$ cat config.mk
export PLATFORM = sky130hd
export DESIGN_NAME = fetch_unit
export DESIGN_NICKNAME = d
export VERILOG_FILES = /design/src/design/fetch_pkg.sv /design/src/design/fetch_unit.sv /design/src/design/btac.sv /design/src/design/fetch_buffer.sv /design/src/design/fetch_ctrl.sv /design/src/design/instr_rom.sv /design/src/design/mem_wait_timer.sv
export SDC_FILE = /design/constraint.sdc
export NUM_CORES = 1
export LEC_CHECK = 0
export ABC_CLOCK_PERIOD_IN_PS = 4900
export BUFFER_PORTS_ARGS = -buffer_cell sky130_fd_sc_hd__buf_2
export CORE_MARGIN = 2
export CORE_UTILIZATION = 40
export CTS_CLUSTER_SIZE = 30
export DETAILED_ROUTE_END_ITERATION = 10
export PLACE_DENSITY_LB_ADDON = 0.15
export RECOVER_POWER = 50
export SETUP_SLACK_MARGIN = 0.4
export SYNTH_ARGS = -nofsm -noshare
export SYNTH_HDL_FRONTEND = slang
export SYNTH_SLANG_ARGS = --single-unit
$ cat constraint.sdc
create_clock -name clock -period 4.9 [get_ports clock]
set_input_delay 0.245 -clock clock [delete_from_list [all_inputs] [get_ports clock]]
set_output_delay 0.245 -clock clock [all_outputs]
set_load 0.01 [all_outputs]
$ cat src/program.hex
// one 64-bit fetch word per line, upper instruction then lower instruction
00208113_00100093
00418213_00310193
00628313_00520293
00838413_00730393
00a48513_00940493
00c58613_00b50593
00e68713_00d60693
01078813_00f70793
01288913_01180893
01498a13_01390993
016a8b13_015a0a93
018b8c13_017b0b93
01ac8d13_019c0c93
01cd8e13_01bd0d93
01ee8f13_01de0e93
0000006f_fff00f13

$ cat src/design/fetch_pkg.sv
package fetch_pkg;

    // address and data width
    localparam int xlen = 32;

    // one aligned fetch word holds two instructions
    localparam int fetch_width = 64;
    localparam int ilen = fetch_width / 2;

    // instruction memory depth in fetch words
    localparam int rom_words = 16;
    localparam int rom_index_bits = $clog2(rom_words);  // 128 byte window, wraps

    // fetch controller states
    // idle  first cycle out of reset
    // busy  normal fetch, responses go to the buffer
    // ctrl  redirected, squashed response still owed
    // inv   fence, waiting out the in-flight response
    typedef enum logic [1:0] {
        idle = 2'd0,
        busy = 2'd1,
        ctrl = 2'd2,
        inv  = 2'd3
    } fetch_state;

endpackage
$ cat src/design/fetch_unit.sv
`timescale 1ns/1ns

module fetch_unit import fetch_pkg::*; #(
    parameter int unsigned     mem_latency  = 2,
    parameter int              btac_entries = 8,
    parameter logic [xlen-1:0] reset_pc     = '0
) (
    input  logic            clock,
    input  logic            reset,
    input  logic            halt,
    input  logic            trap,
    input  logic [xlen-1:0] mtvec,
    input  logic            mret,
    input  logic [xlen-1:0] mepc,
    input  logic            miss,
    input  logic [xlen-1:0] miss_addr,
    input  logic            fence,
    input  logic [xlen-1:0] fence_npc,
    input  logic            upd_valid,
    input  logic [xlen-1:0] upd_pc,
    input  logic            upd_taken,
    input  logic [xlen-1:0] upd_target,
    output logic [xlen-1:0] pc0,
    output logic [xlen-1:0] pc1,
    output logic [ilen-1:0] instr0,
    output logic [ilen-1:0] instr1,
    output logic            ready0,
    output logic            ready1
);

    logic                   mem_valid;
    logic [xlen-1:0]        mem_addr;
    logic                   mem_ready;
    logic [fetch_width-1:0] mem_rdata;
    logic                   fill_valid;
    logic [xlen-1:0]        fill_pc;
    logic                   flush;
    logic                   full;
    logic                   pred0_taken;
    logic [xlen-1:0]        pred0_target;
    logic                   pred1_taken;
    logic [xlen-1:0]        pred1_target;

    fetch_ctrl #(
        .reset_pc(reset_pc)
    ) fetch_ctrl_inst (
        .clock       (clock),
        .reset       (reset),
        .trap        (trap),
        .mtvec       (mtvec),
        .mret        (mret),
        .mepc        (mepc),
        .miss        (miss),
        .miss_addr   (miss_addr),
        .fence       (fence),
        .fence_npc   (fence_npc),
        .pred0_taken (pred0_taken),
        .pred0_target(pred0_target),
        .pred1_taken (pred1_taken),
        .pred1_target(pred1_target),
        .mem_ready   (mem_ready),
        .full        (full),
        .mem_valid   (mem_valid),
        .mem_addr    (mem_addr),
        .fill_valid  (fill_valid),
        .fill_pc     (fill_pc),
        .flush       (flush)
    );

    instr_rom #(
        .mem_latency(mem_latency)
    ) instr_rom_inst (
        .clock    (clock),
        .reset    (reset),
        .mem_valid(mem_valid),
        .mem_addr (mem_addr),
        .mem_ready(mem_ready),
        .mem_rdata(mem_rdata)
    );

    fetch_buffer fetch_buffer_inst (
        .clock     (clock),
        .reset     (reset),
        .fill_valid(fill_valid),
        .fill_pc   (fill_pc),
        .fill_data (mem_rdata),
        .flush     (flush),
        .halt      (halt),
        .full      (full),
        .pc0       (pc0),
        .pc1       (pc1),
        .instr0    (instr0),
        .instr1    (instr1),
        .ready0    (ready0),
        .ready1    (ready1)
    );

    // only a pair that decode takes this cycle may redirect, a held pair would be flushed
    btac #(
        .btac_entries(btac_entries)
    ) btac_inst (
        .clock       (clock),
        .reset       (reset),
        .pc0         (pc0),
        .pc1         (pc1),
        .ready0      (ready0 && !halt),
        .ready1      (ready1 && !halt),
        .upd_valid   (upd_valid),
        .upd_pc      (upd_pc),
        .upd_taken   (upd_taken),
        .upd_target  (upd_target),
        .pred0_taken (pred0_taken),
        .pred0_target(pred0_target),
        .pred1_taken (pred1_taken),
        .pred1_target(pred1_target)
    );

endmodule

$ cat src/design/btac.sv
`timescale 1ns/1ns

module btac import fetch_pkg::*; #(
    parameter int btac_entries = 8
) (
    input  logic            clock,
    input  logic            reset,
    input  logic [xlen-1:0] pc0,
    input  logic [xlen-1:0] pc1,
    input  logic            ready0,
    input  logic            ready1,
    input  logic            upd_valid,
    input  logic [xlen-1:0] upd_pc,
    input  logic            upd_taken,
    input  logic [xlen-1:0] upd_target,
    output logic            pred0_taken,
    output logic [xlen-1:0] pred0_target,
    output logic            pred1_taken,
    output logic [xlen-1:0] pred1_target
);

    localparam int index_bits = $clog2(btac_entries);
    localparam int tag_bits   = xlen - index_bits - 2;

    logic [btac_entries-1:0] valid;
    logic [tag_bits-1:0]     tag_mem    [btac_entries];
    logic [xlen-1:0]         target_mem [btac_entries];
    logic [index_bits-1:0]   idx0;
    logic [index_bits-1:0]   idx1;
    logic [index_bits-1:0]   upd_idx;

    assign idx0    = pc0[index_bits+1:2];
    assign idx1    = pc1[index_bits+1:2];
    assign upd_idx = upd_pc[index_bits+1:2];

    assign pred0_taken  = ready0 && valid[idx0] && (tag_mem[idx0] == pc0[xlen-1:index_bits+2]);
    assign pred1_taken  = ready1 && valid[idx1] && (tag_mem[idx1] == pc1[xlen-1:index_bits+2]);
    assign pred0_target = target_mem[idx0];
    assign pred1_target = target_mem[idx1];

    always_ff @(posedge clock) begin
        if (!reset) begin
            valid <= '0;
        end else if (upd_valid) begin
            valid[upd_idx] <= upd_taken;  // not taken drops the entry
        end
    end

    always_ff @(posedge clock) begin
        if (upd_valid && upd_taken) begin
            tag_mem[upd_idx]    <= upd_pc[xlen-1:index_bits+2];
            target_mem[upd_idx] <= upd_target;
        end
    end

endmodule

$ cat src/design/fetch_buffer.sv
`timescale 1ns/1ns

module fetch_buffer import fetch_pkg::*; (
    input  logic                   clock,
    input  logic                   reset,
    input  logic                   fill_valid,
    input  logic [xlen-1:0]        fill_pc,
    input  logic [fetch_width-1:0] fill_data,
    input  logic                   flush,
    input  logic                   halt,
    output logic                   full,
    output logic [xlen-1:0]        pc0,
    output logic [xlen-1:0]        pc1,
    output logic [ilen-1:0]        instr0,
    output logic [ilen-1:0]        instr1,
    output logic                   ready0,
    output logic                   ready1
);

    localparam int slots = 4;

    logic [xlen-1:0] pc_q    [slots];
    logic [ilen-1:0] instr_q [slots];
    logic [1:0]      head;
    logic [1:0]      head1;
    logic [1:0]      tail;
    logic [1:0]      tail1;
    logic [2:0]      count;  // 0 to 4
    logic [1:0]      n_in;
    logic [1:0]      n_out;

    assign head1 = head + 2'd1;
    assign tail  = head + count[1:0];
    assign tail1 = tail + 2'd1;

    assign ready0 = count != 3'd0;
    assign ready1 = count > 3'd1;
    assign pc0    = pc_q[head];
    assign pc1    = pc_q[head1];
    assign instr0 = instr_q[head];
    assign instr1 = instr_q[head1];

    // room for a whole word must be there before a request goes out
    assign full = count > 3'd2;

    always_comb begin
        if (halt) begin
            n_out = 2'd0;
        end else if (ready1) begin
            n_out = 2'd2;
        end else if (ready0) begin
            n_out = 2'd1;
        end else begin
            n_out = 2'd0;
        end
    end

    // upper instruction only when the word was entered at pc 4 mod 8
    assign n_in = !fill_valid ? 2'd0 : (fill_pc[2] ? 2'd1 : 2'd2);

    always_ff @(posedge clock) begin
        if (!reset) begin
            head  <= 2'd0;
            count <= 3'd0;
        end else if (flush) begin
            count <= 3'd0;
        end else begin
            head  <= head + n_out;
            count <= count + {1'b0, n_in} - {1'b0, n_out};
        end
    end

    always_ff @(posedge clock) begin
        if (fill_valid && !flush) begin
            pc_q[tail] <= fill_pc;
            if (fill_pc[2]) begin
                instr_q[tail] <= fill_data[fetch_width-1:ilen];
            end else begin
                instr_q[tail]  <= fill_data[ilen-1:0];  // lower address in the low half
                pc_q[tail1]    <= {fill_pc[xlen-1:3], 3'b100};
                instr_q[tail1] <= fill_data[fetch_width-1:ilen];
            end
        end
    end

endmodule

$ cat src/design/fetch_ctrl.sv
`timescale 1ns/1ns

module fetch_ctrl import fetch_pkg::*; #(
    parameter logic [xlen-1:0] reset_pc = '0
) (
    input  logic            clock,
    input  logic            reset,
    input  logic            trap,
    input  logic [xlen-1:0] mtvec,
    input  logic            mret,
    input  logic [xlen-1:0] mepc,
    input  logic            miss,
    input  logic [xlen-1:0] miss_addr,
    input  logic            fence,
    input  logic [xlen-1:0] fence_npc,
    input  logic            pred0_taken,
    input  logic [xlen-1:0] pred0_target,
    input  logic            pred1_taken,
    input  logic [xlen-1:0] pred1_target,
    input  logic            mem_ready,
    input  logic            full,
    output logic            mem_valid,
    output logic [xlen-1:0] mem_addr,
    output logic            fill_valid,
    output logic [xlen-1:0] fill_pc,
    output logic            flush
);

    fetch_state      state;
    fetch_state      state_n;
    logic [xlen-1:0] pc;      // address of the next request
    logic [xlen-1:0] req_pc;  // address of the request in flight
    logic            pend;    // response still owed by the memory
    logic            waiting;
    logic            redirect;
    logic            fence_sel;
    logic [xlen-1:0] target;

    // fixed redirect priority
    always_comb begin
        redirect  = 1'b1;
        fence_sel = 1'b0;
        target    = pc;
        if (trap) begin
            target = mtvec;
        end else if (mret) begin
            target = mepc;
        end else if (miss) begin
            target = miss_addr;
        end else if (fence) begin
            target    = fence_npc;
            fence_sel = 1'b1;
        end else if (pred0_taken) begin
            target = pred0_target;
        end else if (pred1_taken) begin
            target = pred1_target;
        end else begin
            redirect = 1'b0;
        end
    end

    assign waiting = pend && !mem_ready;

    always_comb begin
        state_n = state;
        case (state)
            idle: begin
                state_n = busy;
            end
            default: begin
                if (!waiting) begin
                    state_n = busy;
                end else if (redirect) begin
                    state_n = fence_sel ? inv : ctrl;  // squash what is in flight
                end
            end
        endcase
    end

    // a new request only once the previous response has been written,
    // so full already accounts for it
    assign mem_valid  = (state == busy) && !pend && !full && !redirect;
    assign mem_addr   = {pc[xlen-1:3], 3'b000};
    assign fill_valid = (state == busy) && mem_ready && !redirect;
    assign fill_pc    = req_pc;
    assign flush      = redirect;

    always_ff @(posedge clock) begin
        if (!reset) begin
            state <= idle;
            pend  <= 1'b0;
            pc    <= reset_pc;
        end else begin
            state <= state_n;
            if (mem_valid) begin
                pend <= 1'b1;
            end else if (mem_ready) begin
                pend <= 1'b0;
            end
            if (redirect) begin
                pc <= target;
            end else if (mem_valid) begin
                pc <= {pc[xlen-1:3] + (xlen-3)'(1), 3'b000};  // next aligned word
            end
        end
    end

    always_ff @(posedge clock) begin
        if (mem_valid) begin
            req_pc <= pc;  // keeps bit 2 for a target that is 4 mod 8
        end
    end

endmodule

$ cat src/design/instr_rom.sv
`timescale 1ns/1ns

module instr_rom import fetch_pkg::*; #(
    parameter int unsigned mem_latency = 2
) (
    input  logic                   clock,
    input  logic                   reset,
    input  logic                   mem_valid,
    input  logic [xlen-1:0]        mem_addr,
    output logic                   mem_ready,
    output logic [fetch_width-1:0] mem_rdata
);

    logic [fetch_width-1:0]    rom [rom_words];
    logic [rom_index_bits-1:0] word_addr;
    logic                      timer_busy;
    logic                      accept;

    initial begin
        $readmemh("/design/src/program.hex", rom);
    end

    // one request at a time, a second one is refused until the first is answered
    assign accept = mem_valid && !timer_busy;

    mem_wait_timer #(
        .mem_latency(mem_latency)
    ) timer_inst (
        .clock  (clock),
        .reset  (reset),
        .start  (accept),
        .busy   (timer_busy),
        .expired(mem_ready)
    );

    always_ff @(posedge clock) begin
        if (accept) begin
            word_addr <= mem_addr[rom_index_bits+2:3];  // byte address to word index
        end
    end

    assign mem_rdata = rom[word_addr];

endmodule

$ cat src/design/mem_wait_timer.sv
`timescale 1ns/1ns

module mem_wait_timer #(
    parameter int unsigned mem_latency = 2
) (
    input  logic clock,
    input  logic reset,
    input  logic start,
    output logic busy,
    output logic expired
);

    logic [2:0] count;  // latency up to 7
    logic       active;

    assign expired = active && (count == 3'd0);
    // the response cycle itself leaves the memory free for a new request
    assign busy = active && (count != 3'd0);

    always_ff @(posedge clock) begin
        if (!reset) begin
            active <= 1'b0;
            count  <= 3'd0;
        end else if (start) begin
            active <= 1'b1;
            count  <= 3'(mem_latency);
        end else if (expired) begin
            active <= 1'b0;
        end else if (active) begin
            count <= count - 3'd1;
        end
    end

endmodule

==> flow_summary_export.csv, run 1 <==
group,metric,value,unit
status,status,"finished with violations",
status,violations,"max-capacitance violations, max-slew violations",
clock_network,cts-htree-levels,3,
clock_network,cts.sinks,686,
sta,finalHoldViolations,0,
detailed_routing,firstDrtPassIters,5,
power,internal_power,10.2,mW
power,peakVddDrop,0.268,mV
place,place_inst,3699,
synth,syn-cell-area,34600,sq um
sta,skew,0.0318,ns
power,power_per_cell_area,310,nW/um^2
sta,setup_viol,0,
power,p_sw_frac,0.220,
setup_path,crit_fanout,12,
synth,synth_edf_count,620,
sta,min_period,4.68,ns
sta,drv_slew,216,
floorplanning,num_io_pins,331,
clock_network,clock_path_buffers,3,
power,p_leak,15.9,nW
finish,utilization,0.493,
place,placed_area,37700,sq um
detailed_routing,vias,23309,
hold_path,hp-class,"in -> reg",
sta,tightest_slew,2.58,ns
floorplanning,initial_core_util,0.405,
global_route,globalRouteTotalUtil,0.252,
finish,nets,2961,
floorplanning,die_w,298,microns
sta,relSlewSlack,-0.725,
global_route,grt_overflow,0,
global_route,grt_max_degree,49,
detailed_routing,drtAntennaViolNets,0,
setup_path,crit_path_end_kind,"flop",
power,p_comb_frac,0.050,
synth,ys_seq_area_frac,0.577,
detailed_routing,drc_errors,0,
setup_path,arrival,5.17,ns
detailed_routing,wl_per_cell,28.9,microns
clock_network,cts_root_buf,"clkbuf_16",
detailed_routing,viasPerCell,5.89,
synth,ys_types,77,
global_route,antenna_found_initial,7,
synth,ys_warn_count,0,
place,io_buffers,264,
clock_network,cts_tree,"done",
synth,synthFlopType,"edfxtp_1",
finish,drive_gt1_frac,0.308,
power,p_total,13.1,mW
synth,synth.ff_latch_count,686,
synth,syn_inst,2309,
floorplanning,rows,107,
detailed_routing,drt_wl_total,114000,microns
setup_path,crit_required,5.40,ns
run,drv_cap,9,
floorplanning,placeableCoreArea,85400,sq um
synth,syn_area_per_cell,15.0,sq um
clock_network,insertion_delay,0.63,ns
finish,design_area,42100,sq um
setup_path,cp-start-kind,"flop",
clock_network,clk_pin_slew,0.06,ns
detailed_routing,drtIter0Drc,2360,
place,dpl.hpwl,76200,microns
sta,fin_crit_sh,0.954,
sta,grt_setup_unrepaired,"yes",
sta,max_freq,214,MHz
synth,postSynth.asyncResetShare,0,
power,clkPwrFrac,0.449,
power,switchingPower,2.88,mW
power,pwr-share-seq,0.501,
global_route,grt_pass1_vias,23627,
clock_network,cts_buffers,76,
finish,synthToLayoutAreaGrowth,21.8,%
global_route,grt_pass1_wl,163000,microns
sta,whs,0.0170,ns
setup_path,crit_type,"reg -> reg",
floorplanning,die_h,298,microns
floorplanning,die_area,88800,sq um
finish,finalNonFillerCells,3956,
place,globalplace.congestion,0.873,
power groups by stage:
stage / clock network, mW / logic (mW) / registers (mW)
3_3_place_gp: 0 / 0.573 / 6.67
4_1_cts: 5.94 / 0.646 / 6.55
5_1_grt: 6.17 / 0.694 / 6.56
3_5_place_dp: 0 / 0.584 / 6.67
6_report: 5.87 / 0.650 / 6.55
2_1_floorplan: 0 / 0.339 / 6.65
final timing paths:
| path | from | end | slack (ns) | cells after the start |
|---|---|---|---|---|
| worst max-delay path | fetch_buffer_inst.pc_q[3][3]$_DFFE_PP_ | fetch_buffer_inst.count[2]$_SDFF_PP0_ | 0.22 | 17 |
| worst min-delay path | mepc[24] | fetch_ctrl_inst.pc[24]$_SDFFE_PN0P_ | 0.02 | 3 |
| worst max register to register | fetch_buffer_inst.pc_q[3][3]$_DFFE_PP_ | fetch_buffer_inst.count[2]$_SDFF_PP0_ | 0.22 | 17 |
| worst min register to register | fetch_ctrl_inst.pc[2]$_SDFFE_PN0P_ | fetch_ctrl_inst.fill_pc[2]$_DFFE_PP_ | 0.44 | 0 |
synth_stat cells (16+ instances only):
| cell | instances | area share |
|---|---|---|
| inv_1 | 51 | 0.0055 |
| nand2b_1 | 16 | 0.0029 |
| buf_6 | 21 | 0.0068 |
| nor2_1 | 94 | 0.010 |
| nand2_1 | 91 | 0.0099 |
| xor2_1 | 24 | 0.0061 |
| nand4_1 | 30 | 0.0054 |
| buf_4 | 74 | 0.016 |
| a22oi_1 | 80 | 0.017 |
| mux4_2 | 196 | 0.13 |
| clkbuf_1 | 58 | 0.0063 |
| mux2i_1 | 285 | 0.083 |
| xnor2_1 | 19 | 0.0048 |
| and2_1 | 64 | 0.012 |
| a221o_1 | 23 | 0.0067 |
| nand3_1 | 36 | 0.0052 |
| a221oi_1 | 18 | 0.0046 |
| buf_1 | 16 | 0.0017 |
| nor3_1 | 28 | 0.0041 |
| dfxtp_1 | 66 | 0.038 |
| buf_2 | 47 | 0.0068 |
| a21bo_2 | 16 | 0.0046 |
| edfxtp_1 | 620 | 0.54 |
| a21oi_1 | 49 | 0.0071 |
| nand3b_1 | 23 | 0.0050 |
| o21ai_0 | 22 | 0.0032 |
| o22ai_1 | 41 | 0.0074 |
| and3_1 | 34 | 0.0062 |
per-layer routing:
| metal | track usage | vias to the layer above | wire, microns |
|---|---|---|---|
| met3 | 0.0399 | 157 | 7470 |
| met2 | 0.432 | 980 | 57400 |
| met4 | 0.0602 | 6 | 2800 |
| met1 | 0.335 | 12150 | 46600 |
| met5 | 0 | - | 36 |
| li1 | - | 10016 | - |
sequential cells by signal, indices dropped and copies added (netlist names), 2 cells and up, named ones only:
name                             count
instr_rom_inst.timer_inst.count      3
btac_inst.tag_mem                  216
fetch_buffer_inst.pc_q             128
fetch_ctrl_inst.pc                  32
fetch_buffer_inst.head               2
fetch_ctrl_inst.state                2
fetch_ctrl_inst.fill_pc             32
btac_inst.valid                      8
fetch_buffer_inst.count              3
btac_inst.target_mem               256
kinds of logic after synthesis:
kind of cell,after synthesis,share of synthesized area
AO/OA/AOI/OAI,332,0.0750
XOR/XNOR,43,0.0109
adder cells (fa/ha/maj),9,0.00369
buffers and inverters,270,0.0439
flip-flops,686,0.577
multiplexers,493,0.214
other,1,0.000108
AND/OR/NAND/NOR,475,0.0754
stage by stage:
| stage | setup slack, ns | setup TNS [ns] |
|---|---|---|
| final | 0.223 | 0 |
| after global routing | 0.142 | 0 |
| after CTS | 0.263 | 0 |
| after global placement | -0.0667 | -0.0667 |
| after floorplan | 0.417 | 0 |
| after detailed placement | -0.0808 | -0.102 |
final cells by class:
| cell class | count | area [sq um] |
|---|---|---|
| diodes | 2 | 5.00 |
| clock buffers | 93 | 2040 |
| clock inverters | 44 | 517 |
| fillers | 7371 | 43300 |
| inverters | 53 | 204 |
| multi-input cells | 1417 | 13900 |
| flip-flops and latches | 686 | 20000 |
| well taps | 1144 | 1430 |
| repair buffers | 517 | 4080 |
cells in the final DEF (no fill, tap or decap), drive strengths merged, types with 13 or more instances in the layout:
| cell | instances |
|---|---|
| a221o | 23 |
| o21ai | 23 |
| o22ai | 41 |
| nand4 | 32 |
| and2 | 64 |
| a21oi | 49 |
| nand2 | 91 |
| clkinv | 31 |
| clkbuf | 162 |
| inv | 53 |
| a22oi | 80 |
| a21bo | 18 |
| o41ai | 13 |
| nor2 | 95 |
| nor2b | 13 |
| mux2i | 285 |
| a221oi | 19 |
| nor4 | 13 |
| dfxtp | 66 |
| xor2 | 24 |
| edfxtp | 620 |
| nand3 | 36 |
| buf | 383 |
| mux4 | 197 |
| and3 | 34 |
| xnor2 | 19 |
| nor3 | 29 |
| nand2b | 16 |
| conb | 64 |
| nand3b | 23 |
| dlygate4sd3 | 63 |
critical path, cell delays in order (launching register included):
cell and delay (ns):
edfxtp_1 0.39, mux4_4 0.64, buf_12 0.20, buf_16 0.17
mux2i_1 0.17, a22oi_1 0.38, nand3b_1 0.21, nand4_1 0.15
nor4_2 0.05, buf_4 0.14, and4_4 0.18, nor4_4 0.37
and3_4 0.25, fa_1 0.44, fa_2 0.37, xnor2_2 0.18
xnor2_1 0.14, nor3_1 0.06
timing repair:
item | CTS | global route
setup endpoints to repair | 285 | 241
hold endpoints to repair | 475 | 0
pin swaps | 19 | 27
cloned | 12 | 6
buffers inserted | 22 | 15
gates resized for setup | 74 | 59
hold buffers | 63 | 0
No activity file was read; power rests on OpenSTA's default activity.
==> run 2: changes to the inputs <==
Settings changed: BUFFER_PORTS_ARGS -buffer_cell sky130_fd_sc_hd__buf_2 to unset, DONT_BUFFER_PORTS set to 1.
==> run 2 against run 1 <==
The run still ends with max-capacitance violations, max-slew violations left. Global-route usage grew 0.11 points. Sequential cell count is the same. Non-clock buffer count shrank 215. Via count shrank 4.0%. Die area is the same. Routed wire length grew 1.6%. Utilization shrank 0.90 points. Largest power group unchanged. Clock skew shrank 0.0028 ns. Clock power shrank 2%.
==> flow_summary_export.csv, run 2 (synthesis gave the netlist of run 1 again) <==
group,metric,value,unit
status,status,"finished with violations",
status,violations,"max-capacitance violations, max-slew violations",
finish,final_cell_mix,"620 x edfxtp_1, 275 x mux2i_1, 191 x mux4_2",
sta,whs,0.0305,ns
clock_network,clk_pin_slew,0.06,ns
clock_network,clock_path_buffers,3,
power,p_comb_frac,0.046,
sta,finalHoldViolations,0,
setup_path,cp_num_buf_inv,2,
detailed_routing,drtIter0Drc,2202,
floorplanning,placeableCoreArea,85400,sq um
setup_path,critPathSlowestCell,"mux4_4",
hold_path,min_from,"mtvec[1]",
place,dpl.hpwl,75600,microns
global_route,grt_max_degree,53,
clock_network,cts_tree,"done",
sta,grt_setup_unrepaired,"yes",
detailed_routing,wl_per_cell,31.0,microns
sta,fin_crit_sh,0.967,
setup_path,crit_chain,"mux4_4 -> buf_6 -> buf_16 -> mux2i_2 -> o22ai_2 -> or4b_4 -> o2111ai_1 -> and4b_1 -> and4_4 -> nor4_4 -> and3_4 -> fa_1 -> fa_2 -> xnor2_2 -> xnor2_1 -> nor3_1",
finish,nets,2746,
global_route,globalRouteTotalUtil,0.253,
clock_network,cts-htree-levels,3,
sta,skew,0.0290,ns
floorplanning,initial_core_util,0.405,
sta,tightest_slew,3.12,ns
detailed_routing,drt_wl_total,116000,microns
sta,setup_viol,0,
setup_path,cp-start-kind,"flop",
place,io_buffers,0,
setup_path,crit_required,5.39,ns
detailed_routing,drc_errors,0,
sta,drv_slew,186,
detailed_routing,firstDrtPassIters,5,
power,internal_power,10.1,mW
finish,reg_top3,"btac_inst.target_mem: 256 flops, btac_inst.tag_mem: 216 flops, fetch_buffer_inst.pc_q: 128 flops",
power,clkPwrFrac,0.446,
place,globalplace.congestion,0.878,
detailed_routing,drtAntennaViolNets,0,
finish,layout_commonest_cell,"edfxtp_1",
power,pwr-share-seq,0.507,
detailed_routing,vias,22380,
finish,drive_gt1_frac,0.259,
clock_network,cts_buffers,77,
sta,relSlewSlack,-1.08,
finish,largest_reg_flops,256,
detailed_routing,viasPerCell,5.98,
run,drv_cap,6,
setup_path,critPathTopFamily,"simple AND/OR/NAND/NOR gates",
floorplanning,die_h,298,microns
setup_path,crit_path_max_incr_delay,0.76,ns
setup_path,arrival,5.22,ns
floorplanning,die_area,88800,sq um
power,p_sw_frac,0.221,
floorplanning,num_io_pins,331,
power,peakVddDrop,0.310,mV
sta,max_freq,211,MHz
clock_network,cts.sinks,686,
finish,largest-register,"btac_inst.target_mem",
clock_network,insertion_delay,0.64,ns
global_route,antenna_found_initial,2,
floorplanning,rows,107,
power,p_leak,15.3,nW
setup_path,crit_path_end_kind,"flop",
clock_network,cts_root_buf,"clkbuf_16",
setup_path,crit_fanout,10,
floorplanning,die_w,298,microns
hold_path,hp-class,"in -> reg",
global_route,grt_pass1_vias,22456,
sta,min_period,4.74,ns
setup_path,crit_type,"reg -> reg",
global_route,grt_pass1_wl,162000,microns
power,switchingPower,2.85,mW
power,power_per_cell_area,312,nW/um^2
global_route,grt_overflow,0,
finish,synthToLayoutAreaGrowth,19.6,%
sta,final.setup.tns,0,ns
-- run 2: worst paths after layout --
check                                                to  slack [ns]  cells after the start
setup / recovery  fetch_buffer_inst.count[2]$_SDFF_PP0_        0.16                     16
hold / removal       fetch_ctrl_inst.pc[1]$_SDFFE_PN0P_        0.03                      2
setup reg to reg  fetch_buffer_inst.count[2]$_SDFF_PP0_        0.16                     16
hold reg to reg    fetch_ctrl_inst.fill_pc[2]$_DFFE_PP_        0.45                      0
-- run 2: cell type report --
| cell class | instances | area, sq um |
|---|---|---|
| Inverter | 53 | 209 |
| Clock inverter | 40 | 440 |
| Multi-Input combinational cell | 1416 | 13900 |
| Antenna cell | 3 | 7.51 |
| Clock buffer | 97 | 2040 |
| Sequential cell | 686 | 19900 |
| Fill cell | 7339 | 44100 |
| Tap cell | 1144 | 1430 |
| Timing Repair Buffer | 302 | 3380 |
-- run 2: power by group through the flow --
stage	registers, mW	clock network [mW]	logic, mW
finish	6.56	5.77	0.596
global placement	6.67	0	0.438
detailed placement	6.68	0	0.443
floorplan	6.65	0	0.339
CTS	6.55	5.85	0.587
global route	6.56	6.08	0.631
-- run 2: metal layers --
layer / part of all wire / global-route usage / up-vias
li1: - / - / 9576
met2: 0.50 / 0.434 / 1012
met5: 0.000069 / 0 / -
met4: 0.032 / 0.0756 / 2
met1: 0.40 / 0.327 / 11606
met3: 0.073 / 0.0454 / 184
-- run 2: timing repair --
item | 4_1_cts | 5_1_grt
cloned | 12 | 9
hold buffers | 98 | 0
hold endpoints to repair | 511 | 0
pin swaps | 17 | 18
resized for setup | 71 | 59
setup endpoints to repair | 285 | 187
setup buffers | 22 | 8
-- run 2: stage by stage --
stage | power [mW] | cells | cell area, sq um | setup WS, ns | utilization
finish | 12.9 | 3741 | 41300 | 0.163 | 0.484
global route | 13.3 | 3739 | 41300 | 0.0219 | 0.484
floorplan | 6.99 | 2372 | 34800 | 0.417 | -
global placement | 7.11 | 3452 | 36400 | -0.0161 | 0.426
CTS | 13.0 | 3721 | 40800 | 0.154 | 0.478
detailed placement | 7.12 | 3452 | 36400 | -0.0483 | 0.426
